**src/design/platform_pkg.sv**
```systemverilog
`default_nettype none

package platform_pkg;

	typedef logic [31:0] word_t;
	typedef logic [29:0] word_addr_t;
	typedef logic [9:0]  ram_index_t;
	typedef logic [7:0]  led_t;
	typedef logic [1:0]  region_t;
	typedef logic [1:0]  tmr_reg_t;

	// travels with start
	typedef struct packed {
		word_addr_t addr;
		logic       write;
		word_t      data_wr;
	} bus_req_t;

	localparam int RAM_WORDS = 1024;

	// address bits 29:28, code 3 is unmapped
	localparam region_t REGION_RAM   = 2'd0;
	localparam region_t REGION_PIO   = 2'd1;
	localparam region_t REGION_TIMER = 2'd2;

	// timer registers, address bits 1:0
	localparam tmr_reg_t TMR_LOAD   = 2'd0;
	localparam tmr_reg_t TMR_CTRL   = 2'd1;
	localparam tmr_reg_t TMR_COUNT  = 2'd2;
	localparam tmr_reg_t TMR_STATUS = 2'd3;

	localparam int TMR_CTRL_ENABLE    = 0;
	localparam int TMR_CTRL_IRQ_EN    = 1;
	localparam int TMR_STATUS_PENDING = 0;

	localparam int DEBOUNCE_CYCLES = 16;
	typedef logic [$clog2(DEBOUNCE_CYCLES)-1:0] db_count_t;
	localparam db_count_t DEBOUNCE_LAST = db_count_t'(DEBOUNCE_CYCLES - 1);

	function automatic region_t region_of(word_addr_t addr);
		return addr[29:28];
	endfunction

	function automatic tmr_reg_t tmr_reg_of(word_addr_t addr);
		return addr[1:0];
	endfunction

endpackage

`default_nettype wire
```
**src/design/debounce.sv**
```systemverilog
`default_nettype none

module debounce
(
	input  logic clk,
	input  logic rst,
	input  logic dirty,
	output logic clean
);
	import platform_pkg::*;

	logic [1:0] sync_q;
	db_count_t  count;
	logic       synced;

	assign synced = sync_q[1];

	always_ff @(posedge clk) begin
		if (rst) begin
			sync_q <= '0;
			count  <= '0;
			clean  <= 1'b0;
		end else begin
			sync_q <= {sync_q[0], dirty};

			// any return to the old level restarts the count
			if (synced == clean) begin
				count <= '0;
			end else if (count == DEBOUNCE_LAST) begin
				count <= '0;
				clean <= synced;
			end else begin
				count <= count + 1'b1;
			end
		end
	end

endmodule

`default_nettype wire

```
**config.mk**
```make
export PLATFORM = sky130hd
export DESIGN_NAME = debounce
export DESIGN_NICKNAME = d
export VERILOG_FILES = /design/src/design/platform_pkg.sv /design/src/design/debounce.sv
export SDC_FILE = /design/constraint.sdc
export NUM_CORES = 1
export LEC_CHECK = 0
export BUFFER_PORTS_ARGS = -buffer_cell sky130_fd_sc_hd__buf_2
export CAP_MARGIN = 40
export CORE_AREA = 2 2 39 41
export CTS_BUF_LIST = sky130_fd_sc_hd__clkbuf_4
export DETAILED_ROUTE_END_ITERATION = 6
export DIE_AREA = 0 0 41 43
export GPL_TIMING_DRIVEN = 0
export SLEW_MARGIN = 25
export SYNTH_ARGS = -nofsm -noshare
export SYNTH_HDL_FRONTEND = slang
export SYNTH_SLANG_ARGS = --single-unit
```
**constraint.sdc**
```tcl
create_clock -name clk -period 1.6 [get_ports clk]
set_input_delay 0.32 -clock clk [delete_from_list [all_inputs] [get_ports clk]]
set_output_delay 0.32 -clock clk [all_outputs]
set_load 0.03 [all_outputs]
```
Word level (Yosys, flattened, before mapping)
Cells that the tools add are included.

storage, ports and cells
  bits in registers = 7
  output and inout port bits = 1
  logic and storage cells = 9

operators by class
  add/sub/neg operators = 1
  equality and inequality tests = 2
  bitwise logic cells = 1
  reductions and logical operators = 2

operators with widths
  kind                   count
  $add A4 B1 Y4 const B  1
  $eq A4 B4 Y1 const B   1
  $reduce_or A3 Y1       1
  $reduce_and A2 Y1      1
  $eq A1 B1 Y1           1
  $not A1 Y1             1

Logic depth before layout (Yosys ltp)
Gate-level depths: netlist of run 1.

  depth in word-level cells = 3
  depth in mapped cells = 4
  depth with buffers taken out = 4

Least setup slack after synthesis of run 1
Ideal clock, no wire load.

  kind = flip-flop to flip-flop
  from = reg clean
  to = reg count[3]
  library setup time = 0.064 ns
  arrival = 0.915 ns
  required time = 1.536 ns
  setup slack = 0.621 ns
  cell stages (with the launch flop) = 4
  period minus slack after synthesis = 0.979 ns
  cells stage by stage = dfxtp_1 xor2_1 nand3b_1 nor2_1

on the way
  cells in the longest elaborated chain, start to end = 2

RTL lines
  item                        RTL line        source
  start: declaration          debounce.sv:8   output logic clean
  start signal: assignment    debounce.sv:31  clean <= synced;
  $eq A1 B1 Y1                debounce.sv:27  if (synced == clean) begin
  $reduce_or A3 Y1 (no line)  n/a
  end signal: assignment      debounce.sv:33  count <= count + 1'b1;
  end: declaration            debounce.sv:13  db_count_t count;

No other way between the ends.
A chain may end at the register's enable or synchronous reset.

Final worst setup path of run 1
  from = reg clean
  to = out clean

No word-level cell between the ends.

==> impl_summary.md, run 1 <==
Outcome
The run finished with clean final reports.

Worst setup path
The critical path goes through buf_2. The arrival time of the worst setup path is 0.81 ns. STA classifies the critical path startpoint as a register. For this design, the slowest cell found on the critical path is sky130_fd_sc_hd__dfxtp_1. The maximum net fanout on the critical path is 3. The worst setup path category is register to output port.

The number of buffers and inverters on the critical path is 1. Broken down by cell family, the worst path's largest delay share belongs to flip-flops. The setup slack of the worst register-to-register path is 0.58 ns.

The worst register-to-register path ends at clean. The worst register-to-register path has a depth of 4. The largest incremental delay on the critical path is 0.36 ns. The beginning of the worst register-to-register path is count[0].

STA puts the critical path data required time at 1.28 ns. The worst setup path is captured at an output port.

Timing
The final count of negative-setup-slack endpoints is 0. The maximum clock skew at final layout is 0.003088 ns. Setup repair after global routing left no endpoint under its margin. The total count of hold-check failures in the final report is 0. The share of the clock period used by the worst path after layout is 70.56%. The final-report max-slew violation count was 0. At the pin with the least slew margin, the transition time is 0.1519 ns. For the final routed database, the setup TNS stands at 0 ns. The time the final worst path needs with I/O delays and setup is 1.129 ns. The worst slew slack as a fraction of its limit is 89.84%. The final worst hold slack is 0.2802 ns. The maximum frequency from static timing analysis is 0.8858 GHz.

Route
The via count is 166. The routed wire length per instance is 7.152 um. The first TritonRoute pass finished after 2 iterations. Using the TritonRoute via totals, the vias-per-cell ratio works out to 3.609. The number of design rule violations left after detail routing is 0. In this run, the number of DRC markers left after iteration 0 of detailed routing was 2.

Wires add up to 329 um. The count of nets left with antenna violations after detail routing is 0.

Clocking
Counting the buffers created by CTS gives 3. The count of buffers added by post-CTS timing repair for setup is 0. CTS built an H-tree with a depth of 1.

TritonCTS built the clock tree. Buffers inserted to repair hold after CTS numbered 0. The buffer type at the clock tree root is sky130_fd_sc_hd__clkbuf_4.

For the worst-skew pair, the clock arrives at the later sink with an insertion delay of 0.24 ns. The number of buffers on the longest clock path is 2. CTS saw 7 sinks. The register clock-pin slew on the reported worst setup and hold paths is 0.05 ns. The number of gates resized after CTS was 0.

Logic synthesis
The main combinational cell family by area after synthesis is simple AND/OR/NAND/NOR gates. The post-synthesis share of cell area spent on xor and xnor gates is 10.61%. Ranked by total cell area, the synthesized netlist is headed by sky130_fd_sc_hd__dfxtp_1 57%, sky130_fd_sc_hd__xor2_1 11%, sky130_fd_sc_hd__nor2_1 6.1%.

The synthesized netlist net count is 27. Sequential elements use 56.57% of the synthesized area. The yosys synthesis warning count is 0.

The basic-gate share of the synthesized area counting and, or, nand and nor cells is 22.22%. The adder-cell area share of the yosys netlist is 5.051%. The post-synthesis instance area is 247.7 um^2. Synthesis inferred 7 register bits. The fraction of synthesized cell area taken by the top area cell type is 56.57%. The complex-gate fraction of the synthesized area is 0%. Counting every instance in the synthesized netlist gives 23. The leading area contributor after synthesis is sky130_fd_sc_hd__dfxtp_1. The proportion of synthesized area in mux cells is 4.040%. The synthesized area divided by synthesized cell count is 10.77 um^2. Synthesis instantiated 10 different standard cells from the library.

GRT
The number of global-route vias before repair was 163. The total congestion overflow is 0. The first-pass GRT wire length is 565 um. The initial antenna violation count is 0. The total global routing track utilization is 5.359%. The maximum number of pins on one net before global-route repair is 6.

Layout
Counting the fill cells in the layout gives 149. The finished cells cover 312.8 um^2. Cells with a size suffix above 1 make up 26.67% of the layout.

The sequential cells in the finished layout cover a total of 140.1 um^2. 0 antenna diodes ended up in the layout. The net count of the finished layout is 35.

The total area of multi-input combinational cells is 103.9 um^2. The layout-stage area growth over the synthesis result is 26.26%.

Floorplan
The standard-cell row count is 14. The initial core utilization is 17.90%. The overall die area is 1763 um^2.

The vertical extent of the die is 43 um. The core region is 1384 um^2. The I/O pin count is 4. Measured along the x axis, the die boundary spans 41 um.

Placement
In this run the cell area measured after placement is 282.8 um^2. The number of I/O port buffers is 3. Detailed placement finished with a half-perimeter wire length of 253 um. The routability congestion estimate is 0.6007.

Worst hold path
The startpoint identified for the worst hold timing path is rst. The end of the worst hold path is sync_q[0]. The worst hold path was traced through 2 stages.

The min-delay analysis places its worst path in the category input pin to register.

Pwr
The static leakage is 0.1517 nW. The power density relative to cell area is 1149 nW/um^2. The largest voltage drop on the vdd net is 0.0004983 V.

Job
Max-cap violations in this run came to 0.
## metrics by stage
stage | power [mW] | instances | setup WS (ns) | utilization [%]
after detailed placement | 0.1907 | 42 | 0.5711 | 20.43
after CTS | 0.3693 | 46 | 0.4482 | 22.60
after global placement | 0.1907 | 42 | 0.6034 | 20.43
after floorplan | 0.1866 | 23 | 0.6205 | -
after global routing | 0.3816 | 46 | 0.4143 | 22.60
final | 0.3595 | 46 | 0.4710 | 22.60
## synth_stat cells (all sizes together)
cell type	instances
nor2b	2
inv	1
nand3	2
xor2	3
mux2i	1
nand3b	1
dfxtp	7
and3b	1
nor2	4
ha	1
## registers in the layout, summed over array words and instances (netlist names)
register,cells
sync_q,2
count,4
clean,1
## cell families after synthesis
family        Yosys count
mux                     1
buf+inv                 1
flops                   7
simple gates           10
xor+xnor                3
fa+ha+maj               1
## routing by layer
layer	global-route usage, %	vias up	part of all wire (%)
li1	-	88	-
met1	5.921	75	52
met2	6.250	3	44
met3	3.141	0	4.3
met4	6.000	0	0
met5	0	-	0
## layout make-up
class,instances,share of cell area (%)
well taps,16,6.400
repair buffers,3,4.800
clock buffers,4,9.600
multi-input cells,15,33.20
flip-flops and latches,7,44.80
inverters,1,1.200
## power by group
group          total (mW)  internal [mW]  switching [mW]
clock network       0.172          0.112          0.0606
registers           0.179          0.178         0.00141
logic             0.00791        0.00450         0.00340
## placed cells by master, fill, tap and decap left out
cell	synthesis	layout
sky130_fd_sc_hd__clkbuf_4	0	4
sky130_fd_sc_hd__and3b_2	1	1
sky130_fd_sc_hd__ha_1	1	1
sky130_fd_sc_hd__nand3b_1	1	1
sky130_fd_sc_hd__dfxtp_1	7	7
sky130_fd_sc_hd__nor2_1	4	4
sky130_fd_sc_hd__inv_1	1	1
sky130_fd_sc_hd__nor2b_1	2	2
sky130_fd_sc_hd__buf_2	0	3
sky130_fd_sc_hd__mux2i_1	1	1
sky130_fd_sc_hd__nand3_1	2	2
sky130_fd_sc_hd__xor2_1	3	3
## worst max-delay path by stage
stage	start	endpoint	slack (ns)	cells after the start
6_report	clean	clean	0.47	1
5_1_grt	clean	clean	0.41	1
4_1_cts	clean	clean	0.45	1
3_5_place_dp	count[0]	clean	0.57	4
3_3_place_gp	count[0]	clean	0.60	4
2_1_floorplan	clean	count[3]	0.62	3
No activity file was read; power rests on OpenSTA's default activity.
==> run 2, diff against run 1 <==
- clock period: 1.6 -> 1 ns (I/O delays scaled with it)
==> run 2 against run 1 <==
Net effect:
- global-route usage up 0.30 points
- highest routed layer unchanged
- critical endpoint is now count[2]
- clock power is 61% higher
- design area grew 8.8%
- worst hold slack worse by 0.12 ns
- count of clock-buffer cells in the layout unchanged
==> impl_summary.md, run 2 (synthesis results as in run 1) <==
Outcome
The run finished with clean final reports.

Route
The aggregate routed wire length came to 381 um (+16%). The routed wire length per instance is 8.283 um (+16%). The via count was 169 (+1.8%).

The count of nets left with antenna violations after detail routing came to 0 (unchanged). The via density per instance is 3.674 (+1.8%). The number of optimization iterations in the first detailed-route pass is 2 (unchanged). The violation count after the first detailed-route iteration is 2 (unchanged). The number of design rule violations left after detail routing is 0 (unchanged).

GRT
The met3 usage in global routing is 3.141% (unchanged). The maximum number of pins on one net before global-route repair is 6 (unchanged). The met1 track demand over resource is 6.908% (+0.99 points). The first-pass GRT wire length is 607 um (+7.4%). The total global routing track utilization was 5.662% (+0.30 points). The total congestion overflow is 0 (unchanged). The number of global-route vias before repair is 168 (+3.1%). The layer flagged by global routing as most heavily used is met1. The initial antenna violation count is 0 (unchanged). The fraction of met2 tracks used by global routing is 6.250% (unchanged).

Placement
The half-perimeter wire length after placement is 253 um (unchanged). The number of I/O port buffers is 3 (unchanged). The routability congestion estimate is 0.6007 (unchanged).

Timing
The final count of negative-setup-slack endpoints is 0 (unchanged). Timing would allow up to 1.047 GHz. The maximum clock skew at final layout is 0.004125 ns (+0.001037 ns). The final-report max-slew violation count came to 0 (unchanged). The total count of hold-check failures in the final report is 0 (unchanged). The measured slew at the worst slew-check pin is 0.1583 ns (+0.006453 ns). Setup repair after global routing left no endpoint under its margin. The worst slew slack as a fraction of its limit is 89.43% (-0.41 points). The routed design could run at a clock period as short as 0.9555 ns. In the finished design, the share of the clock period the worst path needs comes to 95.55%.

Worst setup path
The cell class contributing the biggest share of worst-path delay is flip-flops. The setup slack of the worst register-to-register path is 0.04 ns (-0.54 ns). By startpoint and endpoint, the worst setup path is classified as register to register.

The terminus of the critical flop-to-flop path is count[2]. The largest incremental delay on the critical path is 0.33 ns (-0.03 ns). The endpoint kind of the worst setup timing path is a register.

The logic depth of the worst register-to-register path came to 3 (-1). The maximum net fanout on the critical path is 3 (unchanged). The data required time of the critical path is 1.14 ns (-0.14 ns). The end of the critical path is count[2]. The arrival time of the worst setup path is 1.10 ns (+0.29 ns). The number of cells on the critical path is 3 (+2). The critical path goes through ha_4 > xor2_1 > and3b_2. The slowest stage of the critical path belongs to the cell sky130_fd_sc_hd__dfxtp_2.

The origin of the worst setup path is count[0]. The beginning of the worst register-to-register path is count[0]. The buffers plus inverters on the worst setup path came to 0 (-1). The critical path launch point type is a register.

Pwr
The largest voltage drop on the vdd net is 0.0007972 V (+60%). The static leakage is 0.1509 nW (-0.49%). The total power draw came to 0.5773 mW (+61%). The power density relative to cell area is 1696 nW/um^2 (+48%).

Layout
The fraction of the core area covered by cells at the end of the flow is 24.59% (+2.0 points). The antenna diode count is 0 (unchanged). The share of layout cells above drive strength 1 is 43.33% (+17 points).

count holds more flip-flops than any other register. The net count reported at finish is 35 (unchanged). The layout-stage area growth over the synthesis result is 37.37%. The number of flip-flops under the largest register name is 4 (unchanged). The largest registers in the layout are count (4), sync_q (2), clean (1). The top cell types in the final layout, fill and taps aside, are 4 x sky130_fd_sc_hd__nor2_1, 4 x sky130_fd_sc_hd__clkbuf_4, 4 x sky130_fd_sc_hd__dfxtp_1.

Clocking
The clock sink count was 7 (unchanged). The register clock-pin slew on the reported worst setup and hold paths is 0.05 ns (about the same). The number of hold buffers added after cts is 0 (unchanged). The maximum level of the CTS H-tree is 1 (unchanged). The count of buffers added by post-CTS timing repair for setup is 0 (unchanged). The number of buffers created by CTS is 3 (unchanged).

The buffer type at the clock tree root is sky130_fd_sc_hd__clkbuf_4. The clock latency on the worst-skew pair is 0.25 ns (about the same). TritonCTS built the clock tree.

The number of buffers on the longest clock path was 2 (unchanged).

Floorplan
The standard-cell row count is 14 (unchanged). The die span in x is 41 um (unchanged). The overall die area is 1763 um^2 (unchanged). The I/O pin count is 4 (unchanged). The vertical extent of the die is 43 um (unchanged). The initial core utilization came to 17.90% (unchanged). The area of the placeable core came to 1384 um^2 (unchanged).

Worst hold path
The min-delay analysis places its worst path in the category input pin to register.

Job
The number of maximum-capacitance constraint violations is 0 (unchanged).
run 2: worst register-to-register path, cell delays in order (launching register included):
cell	delay, ns
sky130_fd_sc_hd__dfxtp_2	0.33
sky130_fd_sc_hd__ha_4	0.16
sky130_fd_sc_hd__xor2_1	0.15
sky130_fd_sc_hd__and3b_2	0.20
run 2: repair_timing:
| action | 4_1_cts | 5_1_grt |
|---|---|---|
| pin swaps | 0 | 1 |
| hold endpoints to repair | 0 | 0 |
| setup endpoints to repair | 4 | 6 |
| resized for setup | 4 | 4 |
run 2: how the worst min path moves through the flow:
stage | startpoint | endpoint | cells after the start | slack [ns]
final | rst | sync_q[0] | 2 | 0.16
after CTS | rst | sync_q[0] | 2 | 0.15
after global routing | rst | sync_q[0] | 2 | 0.15
after global placement | sync_q[0] | sync_q[1] | 1 | 0.42
after floorplan | rst | sync_q[0] | 1 | 0.27
after detailed placement | rst | sync_q[0] | 2 | 0.42
run 2: per-stage QoR:
step | instance area (um^2) | worst slack, ns | instances | setup TNS (ns) | hold WS (ns)
detailed placement | 282.8 | -0.02890 | 42 | -0.02890 | 0.4157
finish | 340.3 | 0.04446 | 46 | 0 | 0.1604
CTS | 326.6 | 0.01116 | 46 | 0 | 0.1507
global route | 340.3 | 0.01873 | 46 | 0 | 0.1511
floorplan | 247.7 | 0.02053 | 23 | 0 | 0.2716
global placement | 282.8 | 0.003439 | 42 | 0 | 0.4200
run 2: cell type report:
cell class	count	area, um^2
timing repair buffer	3	21.27
tap	16	20.02
fill	151	1044
clock buffer	4	30.03
multi-input combinational	15	121.4
sequential	7	143.9
inverter	1	3.754
run 2: power breakdown:
| group | total [mW] | switching, mW | internal (mW) |
|---|---|---|---|
| registers | 0.287 | 0.00279 | 0.285 |
| logic | 0.0130 | 0.00547 | 0.00748 |
| clock network | 0.277 | 0.0980 | 0.179 |
run 2: metal layers:
metal	share of wire, %	vias up	wire (um)
met5	0	-	0
met4	0	0	0
li1	-	88	-
met1	48	78	184
met3	3.7	0	14
met2	48	3	182
==> run 3, diff against run 2 <==
- ABC_AREA: not set -> 1
- BUFFER_PORTS_ARGS: -buffer_cell sky130_fd_sc_hd__buf_2 -> -buffer_cell sky130_fd_sc_hd__clkbuf_2
==> run 3 against run 2 <==
Net effect:
- setup slack gained 0.0087 ns
- sequential share of layout area shrank 1.6 points
- maximum frequency grew 0.91%
- wire length grew 13%
- synthesized cell count grew 43%
- synthesized area grew 7.6%
- sequential cell count is the same
- total power grew 1.4%
- combinational power grew 15%
==> impl_summary.md, run 3 <==
Outcome
The run finished with clean final reports.

Timing
The measured slew at the worst slew-check pin came to 0.1870 ns (+0.02866 ns). The accumulated negative setup slack is 0 ns (unchanged). The maximum frequency from static timing analysis was 1.056 GHz (+0.91%). The final count of negative-setup-slack endpoints is 0 (unchanged). The final-report max-slew violation count is 0 (unchanged).

The worst path setup slack after routing is 0.05311 ns (+0.008651 ns). The share of the clock period used by the worst path after layout is 94.69% (-0.87 points). The worst slew slack as a fraction of its limit is 87.52% (-1.9 points). The time the final worst path needs with I/O delays and setup is 0.9469 ns (-0.008651 ns). The final worst hold slack is 0.1437 ns (-0.01677 ns). The maximum clock skew at final layout was 0.008393 ns (+0.004268 ns). The total count of hold-check failures in the final report came to 0 (unchanged).

Route
The violation count after the first detailed-route iteration is 1 (-1). The number of design rule violations left after detail routing is 0 (unchanged). The aggregate routed wire length is 432 um (+13%). The via density per instance is 3.804 (+3.5%). The count of nets left with antenna violations after detail routing came to 0 (unchanged).

The routed wire length per instance is 7.714 um (-6.9%). The via count was 213 (+26%). The number of optimization iterations in the first detailed-route pass is 2 (unchanged).

GRT
The first-pass GRT wire length is 745 um (+23%). The total global routing track utilization is 6.747% (+1.1 points). The maximum number of pins on one net before global-route repair is 5 (-1).

The initial antenna violation count came to 0 (unchanged). The total congestion overflow is 0 (unchanged). The number of global-route vias before repair is 207 (+23%).

Worst setup path
The buffers plus inverters on the worst setup path is 1 (+1). In this run the critical register-to-register path is launched from count[1]. The critical path launch point type is a register. The arrival time of the worst setup path was 0.75 ns (-0.35 ns). The critical path goes through clkbuf_8. The data required time of the critical path is 0.80 ns (-0.34 ns).

The logic depth of the worst register-to-register path was 4 (+1). The setup slack of the worst register-to-register path is 0.06 ns (+0.02 ns). Broken down by cell family, the worst path's largest delay share belongs to flip-flops.

The maximum net fanout on the critical path is 4 (+1). The slowest stage of the critical path belongs to the cell sky130_fd_sc_hd__dfxtp_2. The terminus of the critical flop-to-flop path is count[1].

The worst setup path category is register to output port. The largest incremental delay on the critical path came to 0.34 ns (about the same). The endpoint kind of the worst setup timing path is an output port.

Clocking
The clock sink count is 7 (unchanged). TritonCTS built the clock tree. The maximum level of the CTS H-tree is 1 (unchanged). The buffer type at the clock tree root is sky130_fd_sc_hd__clkbuf_4. The register clock-pin slew on the reported worst setup and hold paths is 0.05 ns (about the same). The number of buffers created by CTS was 3 (unchanged). The number of buffers on the longest clock path is 2 (unchanged). The number of hold buffers added after cts is 0 (unchanged). The clock latency on the worst-skew pair is 0.25 ns (about the same).

Placement
The half-perimeter wire length after placement is 309.3 um (+22%). The setup slack at placement is -0.02026 ns (+0.008641 ns). The total cell area at the placement stage came to 301.5 um^2 (+6.6%).

The routability congestion estimate is 0.6095 (+1.5%). The number of I/O port buffers is 3 (unchanged).

Logic synthesis
The sequential fraction of the synthesis area is 52.58% (-4.0 points). For this run, the leading register cell type out of synthesis is sky130_fd_sc_hd__dfxtp_1. The fraction of synthesized cell area taken by the top area cell type was 52.58% (-4.0 points). The most frequent cell after synthesis is sky130_fd_sc_hd__nor2_1. The number of distinct library cells after synthesis is 11 (+1). By area the synthesized netlist is led by sky130_fd_sc_hd__dfxtp_1 53%, sky130_fd_sc_hd__nor2_1 11%, sky130_fd_sc_hd__inv_1 8.5%. The largest total area in the synthesized netlist belongs to sky130_fd_sc_hd__dfxtp_1. The proportion of synthesized flip-flops having asynchronous set or reset is 0% (unchanged). The post-synthesis instance area is 266.5 um^2 (+7.6%). The commonest cells after synthesis are 8 x sky130_fd_sc_hd__nor2_1, 7 x sky130_fd_sc_hd__dfxtp_1, 6 x sky130_fd_sc_hd__inv_1, 4 x sky130_fd_sc_hd__nand2_1, 2 x sky130_fd_sc_hd__nand3_1. The synthesized netlist net count came to 37 (+37%). The register bit count reported by yosys is 7 (unchanged). The number of flops mapped to enable cells by yosys is 0 (unchanged).

The yosys synthesis warning count is 0 (unchanged). The synthesized netlist cell count is 33 (+43%). The synthesized area divided by synthesized cell count is 8.076 um^2 (-25%).

Pwr
The sequential fraction of design power is 49.1% (-0.7 points). The net switching power is 0.1146 mW (+7.9%). The clock group share of total power came to 48.4% (+0.4 points).

The internal cell power is 0.4709 mW (about the same). The largest voltage drop on the vdd net was 0.0007114 V (-11%). The power density relative to cell area is 1671 nW/um^2 (-1.5%).

The switching part of the total power is 19.58% (+1.2 points). The portion of total power attributed to combinational logic was 2.5% (+0.3 points). The static leakage came to 0.1539 nW (+2.0%).

Layout
The most common cell after layout, fill and taps aside is sky130_fd_sc_hd__nor2_1. The number of flip-flops under the largest register name is 4 (unchanged). The net count reported at finish came to 45 (+29%). The final instance area was 350.3 um^2 (+2.9%). The register ranked first by flip-flop count is count. In the final layout, the registers with the most flip-flops are count (4), sync_q (2), clean (1). Relative to the synthesized area, the layout overhead comes to 31.46%. Leaving out fill and tap cells, the most frequent cells in the layout are 8 x sky130_fd_sc_hd__nor2_1, 6 x sky130_fd_sc_hd__inv_1, 5 x sky130_fd_sc_hd__dfxtp_1. The antenna diode count was 0 (unchanged). The count of fill cells added during filler insertion was 144 (-4.6%).

The share of layout cells above drive strength 1 is 30.00% (-13 points).

Worst hold path
The end of the worst hold path is sync_q[0]. The number of instances on the worst hold path came to 3 (+1). The beginning of the worst hold path is dirty. The type of the tightest min-delay check is input pin to register.

Floorplan
The die span in x is 41 um (unchanged). The overall die area came to 1763 um^2 (unchanged). The vertical extent of the die is 43 um (unchanged). The initial core utilization came to 19.26% (+1.4 points). The I/O pin count was 4 (unchanged).

The area of the placeable core is 1384 um^2 (unchanged). The standard-cell row count was 14 (unchanged).

Job
The number of maximum-capacitance constraint violations is 0 (unchanged).
run 3: cell count changes in the layout (fill, tap and decap cells not counted), moves of 2 or more:
cell and delta:
sky130_fd_sc_hd__xor2_1 -3, sky130_fd_sc_hd__clkbuf_2 +2, sky130_fd_sc_hd__nor2b_1 -2, sky130_fd_sc_hd__buf_2 -2
sky130_fd_sc_hd__nand2_1 +4, sky130_fd_sc_hd__inv_1 +5, sky130_fd_sc_hd__nor2_1 +4
run 3: per-layer routing:
metal,part of all wire [%],GRT usage (%),vias to the layer above
li1,-,-,116
met1,43,7.468,94
met2,54,8.125,3
met3,3.0,3.141,0
met4,0,8.000,0
met5,0,0,-
run 3: kinds of logic (layout without fill, tap and decap cells):
logic type      after synthesis  after routing  synth area share (%)
simple gates                 17             17                 29.11
flops                         7              7                 52.58
compound gates                1              1                 1.876
xor+xnor                      1              1                 3.287
fa+ha+maj                     1              1                 4.694
buf+inv                       6             13                 8.450
run 3: per-stage QoR:
stage               util, %  std cells  power [mW]
detailed placement    21.79         52      0.3068
finish                25.32         56      0.5855
global placement      21.79         52      0.3065
global route          25.32         56      0.6188
floorplan                 -         33      0.2999
CTS                   25.05         56      0.6043
run 3: how the worst max path moves through the flow:
stage,to,cells after the start,slack (ns),from
global route,clean,4,-0.002,count[1]
floorplan,count[0],3,0.06,clean
finish,clean,1,0.05,clean
CTS,count[3],4,0.02,count[0]
global placement,count[0],4,-0.008,count[0]
detailed placement,count[3],4,-0.02,count[0]
run 3: timing repair:
action,in CTS,in global routing
buffers inserted,0,0
endpoints found under the hold margin,0,0
setup endpoints to repair,5,5
resized for setup,4,2
run 3: power groups by stage:
stage               Clock (mW)  Sequential (mW)  Combinational (mW)
floorplan                    0            0.292             0.00771
global placement             0            0.293              0.0138
detailed placement           0            0.293              0.0141
CTS                      0.303            0.287              0.0150
global route             0.314            0.287              0.0172
finish                   0.283            0.287              0.0149
run 3: area by class of cell:
type	count	area (um^2)	area share, %
sequential	7	142.6	40.71
tap	16	20.02	5.714
multi-input combinational	20	111.4	31.79
inverter	6	22.52	6.429
clock buffer	4	30.03	8.571
timing repair buffer	3	23.77	6.786
run 3: worst reg2reg max path: stages (launching register included):
cell                      delay, ns
sky130_fd_sc_hd__dfxtp_1       0.36
sky130_fd_sc_hd__ha_2          0.21
sky130_fd_sc_hd__nand3_2       0.10
sky130_fd_sc_hd__nand3_2       0.12
sky130_fd_sc_hd__nor2_1        0.04
